## config.mk

```make
export PLATFORM = sky130hd
export DESIGN_NAME = cpuCore
export DESIGN_NICKNAME = d
export VERILOG_FILES = /design/src/cpuPkg.sv /design/src/timingGenerator.sv /design/src/sequenceController.sv /design/src/dataPath.sv /design/src/unifiedMemory.sv /design/src/cpuCore.sv
export VERILOG_INCLUDE_DIRS = /design/src /design/src/include
export SDC_FILE = /design/constraint.sdc
export NUM_CORES = 1
export LEC_CHECK = 0
export BUFFER_PORTS_ARGS = -buffer_cell sky130_fd_sc_hd__buf_2
export CORE_MARGIN = 2
export CORE_UTILIZATION = 25
export CTS_CLUSTER_SIZE = 10
export DETAILED_ROUTE_END_ITERATION = 10
export HOLD_SLACK_MARGIN = 0.02
export SLEW_MARGIN = 0
export SYNTH_ARGS = -nofsm -noshare
export SYNTH_HDL_FRONTEND = slang
export SYNTH_SLANG_ARGS = --single-unit
export TNS_END_PERCENT = 5
```

## constraint.sdc

```tcl
create_clock -name clk -period 5.3 [get_ports clk]
set_clock_uncertainty 0.15 [all_clocks]
set_input_delay 1.59 -clock clk [delete_from_list [all_inputs] [get_ports clk]]
set_output_delay 1.59 -clock clk [all_outputs]
set_load 0.1 [all_outputs]
```

## src/include/cpu_config.svh

```systemverilog
`ifndef CPU_CONFIG_SVH
`define CPU_CONFIG_SVH

// Accumulator and data path width
`define CPU_DATA_WIDTH   8

// Memory address width, also the width of the address field of a word
`define CPU_ADDR_WIDTH   4

`define CPU_MEM_DEPTH    16 // Number of words in the unified memory

`define CPU_OPCODE_WIDTH 6 // Opcode field of a memory word

`endif

```

## src/cpuPkg.sv

```systemverilog
`default_nettype none
`include "cpu_config.svh"

package cpuPkg;

    // Phase of the timing generator
    typedef enum logic {
        ADDRESS     = 1'b0,
        INSTRUCTION = 1'b1
    } modeT;

    typedef enum logic [2:0] {
        T0 = 3'd0,
        T1 = 3'd1,
        T2 = 3'd2,
        T3 = 3'd3,
        T4 = 3'd4,
        T5 = 3'd5,
        T6 = 3'd6
    } timeStateT;

    // Values not listed here execute as NOP
    typedef enum logic [`CPU_OPCODE_WIDTH-1:0] {
        NOP = 0,
        LDA = 1,
        ADD = 2,
        SUB = 3,
        AND = 4,
        STA = 5,
        OUT = 6,
        JMP = 7,
        JZ  = 8,
        HLT = 9
    } opcodeT;

    typedef logic [`CPU_DATA_WIDTH-1:0] dataT;

    // Data words sit in the low bits of a memory word
    typedef struct packed {
        logic [`CPU_OPCODE_WIDTH-1:0] opcode;
        logic [`CPU_ADDR_WIDTH-1:0]   address;
    } instrWordT;

    typedef struct packed {
        logic   addrSel;     // 0 selects the PC, 1 the current address
        logic   pcInc;
        logic   pcLoad;
        logic   operandLoad;
        logic   accLoad;
        opcodeT aluOp;
        logic   memWrite;
        logic   outLoad;
    } ctrlT;

endpackage

`default_nettype wire

```

## src/timingGenerator.sv

```systemverilog
`timescale 1ns/1ps
`default_nettype none
`include "cpu_config.svh"

module timingGenerator (
    input  logic                       clk,
    input  logic                       nrst,
    input  logic                       noAddressing,
    input  logic                       getInstruction,
    input  logic                       endAddressing,
    input  logic                       enableFFs,
    input  cpuPkg::opcodeT             decodedInstruction,
    input  logic [`CPU_ADDR_WIDTH-1:0] decodedAddress,
    output cpuPkg::opcodeT             currentInstruction,
    output logic [`CPU_ADDR_WIDTH-1:0] currentAddress,
    output cpuPkg::timeStateT          timeState,
    output cpuPkg::modeT               mode
);
    import cpuPkg::*;

    modeT      nextMode;
    timeStateT nextTime;

    always_comb begin : sequenceNext
        nextMode = mode; // Stay in the phase and step the time state by default
        case (timeState)
            T0:      nextTime = T1;
            T1:      nextTime = T2;
            T2:      nextTime = T3;
            T3:      nextTime = T4;
            T4:      nextTime = T5;
            T5:      nextTime = T6;
            default: nextTime = T0;
        endcase

        if (endAddressing) begin // Operand is in and execute follows
            nextMode = INSTRUCTION;
            nextTime = T0;
        end else if (getInstruction) begin // Fetch is done and the address phase starts
            nextMode = ADDRESS;
            nextTime = T0;
        end else if (mode == ADDRESS && noAddressing) begin
            // Instructions without an operand skip straight to execute
            nextMode = INSTRUCTION;
            nextTime = T0;
        end

        if (!enableFFs) begin // Hold the sequence while paused or halted
            nextMode = mode;
            nextTime = timeState;
        end
    end

    always_ff @(posedge clk or negedge nrst) begin : sequenceRegs
        if (!nrst) begin
            mode      <= ADDRESS; // NOP is latched so the first pass skips to execute
            timeState <= T0;
        end else begin
            mode      <= nextMode;
            timeState <= nextTime;
        end
    end

    // The decoder runs all the time but its result is only taken at the end of fetch
    always_ff @(posedge clk or negedge nrst) begin : instrLatch
        if (!nrst) begin
            currentInstruction <= NOP;
            currentAddress     <= '0;
        end else if (enableFFs && getInstruction) begin
            currentInstruction <= decodedInstruction;
            currentAddress     <= decodedAddress;
        end
    end

    // Fetch ends at T2 and the address phase at T1, so the later states stay unused
    timeStateLegal: assert property (@(posedge clk) disable iff (!nrst)
        (mode == INSTRUCTION) ? (timeState inside {T0, T1, T2})
                              : (timeState inside {T0, T1}));

endmodule

`default_nettype wire

```

## src/sequenceController.sv

```systemverilog
`timescale 1ns/1ps
`default_nettype none
`include "cpu_config.svh"

module sequenceController (
    input  logic                       clk,
    input  logic                       nrst,
    input  logic                       run,
    input  cpuPkg::instrWordT          memWord,
    input  cpuPkg::opcodeT             currentInstruction,
    input  cpuPkg::timeStateT          timeState,
    input  cpuPkg::modeT               mode,
    input  logic                       zero,
    output cpuPkg::opcodeT             decodedInstruction,
    output logic [`CPU_ADDR_WIDTH-1:0] decodedAddress,
    output logic                       noAddressing,
    output logic                       getInstruction,
    output logic                       endAddressing,
    output logic                       enableFFs,
    output cpuPkg::ctrlT               ctrl,
    output logic                       halted
);
    import cpuPkg::*;

    logic haltSet;

    // Unknown opcodes fall back to NOP
    always_comb begin : decode
        case (memWord.opcode)
            NOP, LDA, ADD, SUB, AND, STA, OUT, JMP, JZ, HLT:
                decodedInstruction = opcodeT'(memWord.opcode);
            default:
                decodedInstruction = NOP;
        endcase
        decodedAddress = memWord.address;
    end

    // Only the operand instructions need the address phase
    assign noAddressing = !(currentInstruction inside {LDA, ADD, SUB, AND});

    assign enableFFs = run && !halted;

    always_comb begin : strobes
        ctrl           = '0;
        ctrl.addrSel   = 1'b1; // Current address unless the PC is being fetched
        ctrl.aluOp     = currentInstruction;
        getInstruction = 1'b0;
        endAddressing  = 1'b0;
        haltSet        = 1'b0;

        if (mode == INSTRUCTION) begin
            case (timeState)
                T0: begin
                    case (currentInstruction)
                        LDA, ADD, SUB, AND: ctrl.accLoad = 1'b1;
                        STA:                ctrl.memWrite = 1'b1;
                        OUT:                ctrl.outLoad = 1'b1;
                        JMP:                ctrl.pcLoad = 1'b1;
                        JZ:                 ctrl.pcLoad = zero;
                        HLT:                haltSet = 1'b1;
                        default:            ;
                    endcase
                end
                T1: begin
                    ctrl.addrSel = 1'b0; // Present the PC to memory
                end
                T2: begin
                    // Word at the PC is on the bus now
                    ctrl.addrSel   = 1'b0;
                    ctrl.pcInc     = 1'b1;
                    getInstruction = 1'b1;
                end
                default: ;
            endcase
        end else if (timeState == T1) begin
            ctrl.operandLoad = 1'b1; // Data word read in ADDRESS T0 is valid
            endAddressing    = 1'b1;
        end

        // The address select stays live so a paused machine keeps reading the same word
        if (!enableFFs) begin
            ctrl.pcInc       = 1'b0;
            ctrl.pcLoad      = 1'b0;
            ctrl.operandLoad = 1'b0;
            ctrl.accLoad     = 1'b0;
            ctrl.memWrite    = 1'b0;
            ctrl.outLoad     = 1'b0;
            getInstruction   = 1'b0;
            endAddressing    = 1'b0;
            haltSet          = 1'b0;
        end
    end

    always_ff @(posedge clk or negedge nrst) begin : haltReg
        if (!nrst)
            halted <= 1'b0;
        else if (haltSet)
            halted <= 1'b1; // Only a reset leaves the halted state
    end

    phaseEndsExclusive: assert property (@(posedge clk) disable iff (!nrst)
        !(getInstruction && endAddressing));

    quietWhenHalted: assert property (@(posedge clk) disable iff (!nrst)
        halted |-> !(ctrl.pcInc || ctrl.pcLoad || ctrl.operandLoad || ctrl.accLoad ||
                     ctrl.memWrite || ctrl.outLoad || getInstruction || endAddressing));

endmodule

`default_nettype wire

```

## src/dataPath.sv

```systemverilog
`timescale 1ns/1ps
`default_nettype none
`include "cpu_config.svh"

module dataPath (
    input  logic                       clk,
    input  logic                       nrst,
    input  cpuPkg::ctrlT               ctrl,
    input  logic [`CPU_ADDR_WIDTH-1:0] currentAddress,
    input  cpuPkg::instrWordT          memWord,
    output logic [`CPU_ADDR_WIDTH-1:0] memAddr,
    output logic                       storeWrite,
    output cpuPkg::dataT               storeData,
    output logic                       zero,
    output cpuPkg::dataT               acc,
    output cpuPkg::dataT               outData,
    output logic                       outValid
);
    import cpuPkg::*;

    logic [`CPU_ADDR_WIDTH-1:0] pc;
    dataT                       operand;
    dataT                       aluResult;

    // One address bus serves fetch, operand read and store
    assign memAddr = ctrl.addrSel ? currentAddress : pc;

    assign storeWrite = ctrl.memWrite;
    assign storeData  = acc;

    assign zero = (acc == '0);

    always_ff @(posedge clk or negedge nrst) begin : pcReg
        if (!nrst)
            pc <= '0;
        else if (ctrl.pcLoad)
            pc <= currentAddress; // Jump target comes from the latched address
        else if (ctrl.pcInc)
            pc <= pc + 1'b1; // Wraps at the top of memory
    end

    // Data words live in the low bits of a memory word
    always_ff @(posedge clk) begin : operandReg
        if (ctrl.operandLoad)
            operand <= memWord[`CPU_DATA_WIDTH-1:0];
    end

    always_comb begin : alu
        case (ctrl.aluOp)
            LDA:     aluResult = operand;
            ADD:     aluResult = acc + operand; // Modulo 256, no carry kept
            SUB:     aluResult = acc - operand;
            AND:     aluResult = acc & operand;
            default: aluResult = acc;
        endcase
    end

    always_ff @(posedge clk or negedge nrst) begin : accReg
        if (!nrst)
            acc <= '0;
        else if (ctrl.accLoad)
            acc <= aluResult;
    end

    // Output port holds its value while the valid flag lasts one cycle
    always_ff @(posedge clk or negedge nrst) begin : outReg
        if (!nrst) begin
            outData  <= '0;
            outValid <= 1'b0;
        end else begin
            outValid <= ctrl.outLoad;
            if (ctrl.outLoad)
                outData <= acc;
        end
    end

    // Two OUT instructions are always a full instruction cycle apart
    outPulseSingle: assert property (@(posedge clk) disable iff (!nrst)
        outValid |=> !outValid);

endmodule

`default_nettype wire

```

## src/unifiedMemory.sv

```systemverilog
`timescale 1ns/1ps
`default_nettype none
`include "cpu_config.svh"

module unifiedMemory #(
    parameter int depth = `CPU_MEM_DEPTH
) (
    input  logic                       clk,
    input  logic                       progWrite,
    input  logic [`CPU_ADDR_WIDTH-1:0] progAddr,
    input  cpuPkg::instrWordT          progWord,
    input  logic                       storeWrite,
    input  logic [`CPU_ADDR_WIDTH-1:0] storeAddr,
    input  cpuPkg::dataT               storeData,
    input  logic [`CPU_ADDR_WIDTH-1:0] readAddr,
    output cpuPkg::instrWordT          readWord
);
    import cpuPkg::*;

    instrWordT                     mem [depth];
    logic [$bits(instrWordT)-1:0]  storeBits;

    // Stored data lands in the low bits with a zero opcode field
    assign storeBits = {{($bits(instrWordT) - `CPU_DATA_WIDTH){1'b0}}, storeData};

    always_ff @(posedge clk) begin : writePort
        if (progWrite)
            mem[progAddr] <= progWord; // The loader wins over a store
        else if (storeWrite)
            mem[storeAddr] <= storeBits;
    end

    always_ff @(posedge clk) begin : readPort
        readWord <= mem[readAddr]; // Word is valid one clock after the address
    end

    // Loading only happens with the core stopped
    writeStrobesExclusive: assert property (@(posedge clk)
        !(progWrite && storeWrite));

endmodule

`default_nettype wire

```

## src/cpuCore.sv

```systemverilog
`timescale 1ns/1ps
`default_nettype none
`include "cpu_config.svh"

module cpuCore (
    input  logic                       clk,
    input  logic                       nrst,
    input  logic                       run,
    input  logic                       progWrite,
    input  logic [`CPU_ADDR_WIDTH-1:0] progAddr,
    input  cpuPkg::instrWordT          progWord,
    output logic                       outValid,
    output cpuPkg::dataT               outData,
    output logic                       halted,
    output cpuPkg::dataT               acc
);
    import cpuPkg::*;

    instrWordT                  memWord;
    opcodeT                     decodedInstruction;
    logic [`CPU_ADDR_WIDTH-1:0] decodedAddress;
    opcodeT                     currentInstruction;
    logic [`CPU_ADDR_WIDTH-1:0] currentAddress;
    timeStateT                  timeState;
    modeT                       mode;
    logic                       noAddressing;
    logic                       getInstruction;
    logic                       endAddressing;
    logic                       enableFFs;
    ctrlT                       ctrl;
    logic                       zero;
    logic [`CPU_ADDR_WIDTH-1:0] memAddr;
    logic                       storeWrite;
    dataT                       storeData;

    timingGenerator timingGenerator_i (
        .clk                (clk),
        .nrst               (nrst),
        .noAddressing       (noAddressing),
        .getInstruction     (getInstruction),
        .endAddressing      (endAddressing),
        .enableFFs          (enableFFs),
        .decodedInstruction (decodedInstruction),
        .decodedAddress     (decodedAddress),
        .currentInstruction (currentInstruction),
        .currentAddress     (currentAddress),
        .timeState          (timeState),
        .mode               (mode)
    );

    sequenceController sequenceController_i (
        .clk                (clk),
        .nrst               (nrst),
        .run                (run),
        .memWord            (memWord),
        .currentInstruction (currentInstruction),
        .timeState          (timeState),
        .mode               (mode),
        .zero               (zero),
        .decodedInstruction (decodedInstruction),
        .decodedAddress     (decodedAddress),
        .noAddressing       (noAddressing),
        .getInstruction     (getInstruction),
        .endAddressing      (endAddressing),
        .enableFFs          (enableFFs),
        .ctrl               (ctrl),
        .halted             (halted)
    );

    dataPath dataPath_i (
        .clk            (clk),
        .nrst           (nrst),
        .ctrl           (ctrl),
        .currentAddress (currentAddress),
        .memWord        (memWord),
        .memAddr        (memAddr),
        .storeWrite     (storeWrite),
        .storeData      (storeData),
        .zero           (zero),
        .acc            (acc),
        .outData        (outData),
        .outValid       (outValid)
    );

    // Reads and stores share the address bus from the data path
    unifiedMemory #(
        .depth (`CPU_MEM_DEPTH)
    ) unifiedMemory_i (
        .clk        (clk),
        .progWrite  (progWrite),
        .progAddr   (progAddr),
        .progWord   (progWord),
        .storeWrite (storeWrite),
        .storeAddr  (memAddr),
        .storeData  (storeData),
        .readAddr   (memAddr),
        .readWord   (memWord)
    );

endmodule

`default_nettype wire

```

==> impl_metrics.py <==
metrics = {
    "logic_synthesis": {
        "synth-seq-area-share": 0.672,
        "syn_nets": 705,
        "synth_edf_count": 168,
        "synth_compound_gate_area_share": 0.0808,
        "avgSynthCellArea_um2": 13.5,
        "netlist_instances": 676,
        "synth_xor_area_frac": 0.0144,
        "yosys_warnings": 0,
        "ys_seq_elements": 214,
        "synth.area.mux_share": 0.0802,
        "synthesis.area_um2": 9140,
        "synth_async_sr_flop_share": 0.168,
        "synth_flop_cell": "edfxtp_1",
        "yosys.area_share.simple": 0.117,
        "yosys.area_share.adder": 0.0159,
        "yosys.cell_types.count": 49,
        "largest_family_of_logic_cells_by_synthesized_area": "simple AND/OR/NAND/NOR gates",
    },
    "critical_path": {
        "worstPathCellList": "buf_2 -> nor2b_1 -> nand4_1 -> nor4_2 -> buf_4 -> a31oi_1 -> nor2_1",
        "timing.critical_path.max_delay_family": "simple AND/OR/NAND/NOR gates",
        "critical-path-max-stage-delay_ns": 0.84,
        "critical_path_buf_inv_count": 2,
        "crit_type": "input pin to flop",
        "critical_path_arrival_ns": 3.92,
        "type_of_element_launching_the_critical_path": "input pin",
        "critical_path.max_fanout": 22,
        "worstSetupEndpointType": "flop",
        "crit_required_ns": 5.29,
        "timing.critical_path.slowest_stage_cell": "nor2_1",
    },
    "global_routing": {
        "largest_net_degree_at_the_start_of_global_routing": 37,
        "antenna_violations_before_repair": 0,
        "first_global_vias": 5614,
        "global_route.usage.total": 0.114,
        "grt_first_pass_wirelength_mm": 33.2,
        "grt_overflow_total": 0,
    },
    "detailed_routing": {
        "initialDrtViolationCount": 515,
        "detailedRoute.firstPassIterationCount": 5,
        "avgRoutedWirePerCell_um": 18.5,
        "detail-route-antenna-nets": 0,
        "vias_per_cell": 4.68,
        "route.final.wire_length_mm": 22.2,
        "drt_drc": 0,
        "dr_total_vias": 5594,
    },
    "clock_network": {
        "cell_chosen_for_the_clock_root": "clkbuf_16",
        "cts_max_path_buffers": 3,
        "post-cts-setup-buffer-count": 0,
        "tritoncts": "yes",
        "cts_sinks": 214,
        "htreeDepth": 1,
        "cts.clk_slew.worst_paths_ns": 0.05,
        "worst_skew_pair.late_latency_ns": 0.52,
        "postCtsHoldBufs": 0,
        "ctsResizeCount": 0,
        "tritoncts.num_buffers": 25,
    },
    "place": {
        "place.gp.congestion": 0.847,
        "post-place-cells": 1161,
        "port-buffer-count": 35,
        "place_hpwl_mm": 15.0,
    },
    "power": {
        "combPwrFrac": 0.379,
        "switching_share": 0.398,
        "power.share.sequential": 0.371,
        "internal_power_mw": 3.58,
        "ir_worst_vdd_uv": 327,
        "power_per_cell_area_nw_per_um2": 565,
        "p_leak_nw": 3.73,
        "netSwitchingPower_mw": 2.37,
        "relative_contribution_of_the_clock_network_to_total_power": 0.250,
    },
    "min_path": {
        "worst_hold_path_type": "flop to flop",
    },
    "timing": {
        "rsz_0062_raised_after_global_routing": "no",
        "fmax_mhz": 254,
        "slew_violations": 0,
        "tightestPinTransition_ns": 1.00,
        "setup-violations-final": 0,
        "final_hold_vio_count": 0,
        "finalSetupTns_ns": 0,
        "portion_of_the_clock_cycle_consumed_by_the_worst_path_in_the_final_layout": 0.742,
        "slew_headroom": 0.331,
        "timing.final.crit_period_ns": 3.93,
    },
    "floorplan": {
        "die-width_um": 195,
        "coreArea_um2": 36300,
        "die_boundary_height_um": 195,
        "placement_rows": 70,
        "design.die.area_um2": 38100,
        "io-pin-count": 36,
        "start_util": 0.251,
    },
    "finish": {
        "final_nets": 749,
        "antennaDiodeCount": 0,
        "final_layout_size_suffix_gt1_frac": 0.141,
        "synthToLayoutAreaGrowth_pct": 15.3,
        "number_of_standard_cells_in_the_layout_taps_in_and_fillers_out": 1196,
        "fin_util": 0.290,
    },
    "flow_run": {
        "max_cap_viol_count": 0,
    },
    "run_status": {
        "outcome": "completed",
    },
}
## worst paths after layout
path                                                                end  depth (start not counted)  slack [ns]                            from
worst max register to register                unifiedMemory_i.mem[8][3]                          5        1.73  timingGenerator_i.timeState[1]
worst min-delay path                              dataPath_i.operand[2]                          0        0.28     unifiedMemory_i.readWord[2]
worst max-delay path                          unifiedMemory_i.mem[3][8]                          7        1.37                             run
worst min register to register                    dataPath_i.operand[2]                          0        0.28     unifiedMemory_i.readWord[2]
max in group asynchronous       timingGenerator_i.currentInstruction[0]                          1        3.45                            nrst
min in group asynchronous                             dataPath_i.acc[1]                          1        1.03                            nrst
## stage by stage
stage | setup slack [ns] | total power, mW | instance area, um2 | hold WS (ns)
floorplan | 1.36 | 3.86 | 9140 | 0.258
CTS | 1.43 | 5.96 | 10500 | 0.282
finish | 1.37 | 5.95 | 10500 | 0.281
global route | 1.20 | 6.24 | 10500 | 0.312
global placement | 0.905 | 4.46 | 9860 | 0.273
detailed placement | 0.898 | 4.48 | 9860 | 0.269
## worst register-to-register path, cell delays in order, from the launching register on
cell and delay [ns]:
dfrtp_1 0.44, xor2_1 0.17, nand3b_1 0.50, mux2i_4 0.76
a31oi_1 0.37, nor2_1 0.80
## layout by cell type (no fill, tap or decap), types with 7 or more instances in the layout
cell and count:
edfxtp_1 168, nand2_1 116, mux2i_1 43, nor2_1 39, a32oi_1 37, dfrtp_1 36
buf_2 35, clkbuf_16 25, o21ai_0 22, mux2_2 22, a21oi_1 11, and4_1 10
nor3_1 10, ha_1 10, buf_4 10, dfxtp_1 10, inv_1 9, xor2_1 8
clkbuf_1 8, nand2b_1 7, xnor2_1 7
## cell families after synthesis
kind of cell | after synthesis
and+or+nand+nor | 228
adders and majority gates | 11
buffers and inverters | 37
muxes | 69
DFF | 214
AOI/OAI and AO/OA | 102
xor gates and xnor gates | 15
## state kept, by name, summed over array words and instances (netlist names)
signal and cells:
dataPath_i.operand 8, timingGenerator_i.currentInstruction 6, sequenceController_i.halted 1, dataPath_i.pc 4, timingGenerator_i.currentAddress 4, unifiedMemory_i.readWord 10, unifiedMemory_i.mem 160, timingGenerator_i.timeState 3
dataPath_i.outData 8, timingGenerator_i.mode 1, dataPath_i.acc 8, dataPath_i.outValid 1
## synth_stat cells, types with 3 or more instances
master | count | area share
mux2_4 | 3 | 0.0049
buf_6 | 4 | 0.0049
a32oi_1 | 37 | 0.035
nor4_1 | 4 | 0.0027
nor3_1 | 10 | 0.0055
xor2_1 | 8 | 0.0077
a21o_1 | 5 | 0.0041
clkbuf_1 | 16 | 0.0066
nor3b_1 | 4 | 0.0033
a22oi_1 | 5 | 0.0041
nand2b_1 | 7 | 0.0048
mux2i_1 | 44 | 0.048
dfrtp_1 | 36 | 0.099
buf_2 | 8 | 0.0044
nand3_1 | 5 | 0.0027
ha_1 | 10 | 0.014
and4_1 | 10 | 0.0096
o21ai_0 | 22 | 0.012
mux2_2 | 22 | 0.027
and2_1 | 6 | 0.0041
nor2_1 | 39 | 0.016
nor2b_1 | 8 | 0.0055
inv_1 | 9 | 0.0037
dfxtp_1 | 10 | 0.022
a31oi_1 | 6 | 0.0041
or3_1 | 5 | 0.0034
a21oi_1 | 11 | 0.0060
a221o_1 | 3 | 0.0033
nand2_1 | 116 | 0.048
xnor2_1 | 7 | 0.0067
edfxtp_1 | 168 | 0.55
nand4_1 | 5 | 0.0034
## metal layers
| layer | GRT usage | vias to the layer above | routed length (um) |
|---|---|---|---|
| li1 | - | 2640 | - |
| met5 | 0 | - | 0 |
| met2 | 0.189 | 176 | 10400 |
| met4 | 0.0390 | 0 | 752 |
| met3 | 0.0250 | 44 | 1250 |
| met1 | 0.148 | 2734 | 9760 |
## area by class of cell
| class | instances | area (um2) |
|---|---|---|
| inverters | 9 | 33.8 |
| repair buffers | 45 | 250 |
| fillers | 3613 | 25800 |
| clock buffers | 33 | 656 |
| well taps | 468 | 586 |
| multi-input cells | 425 | 2840 |
| clock inverters | 2 | 25.0 |
| flip-flops and latches | 214 | 6150 |
## power by group through the flow
stage	Clock (mW)	Sequential (mW)	Combinational, mW
final	1.49	2.21	2.26
after global routing	1.58	2.24	2.42
after CTS	1.51	2.21	2.24
after detailed placement	0	2.24	2.23
after global placement	0	2.24	2.23
after floorplan	0	2.45	1.40
Power figures use the tool's default switching activity.
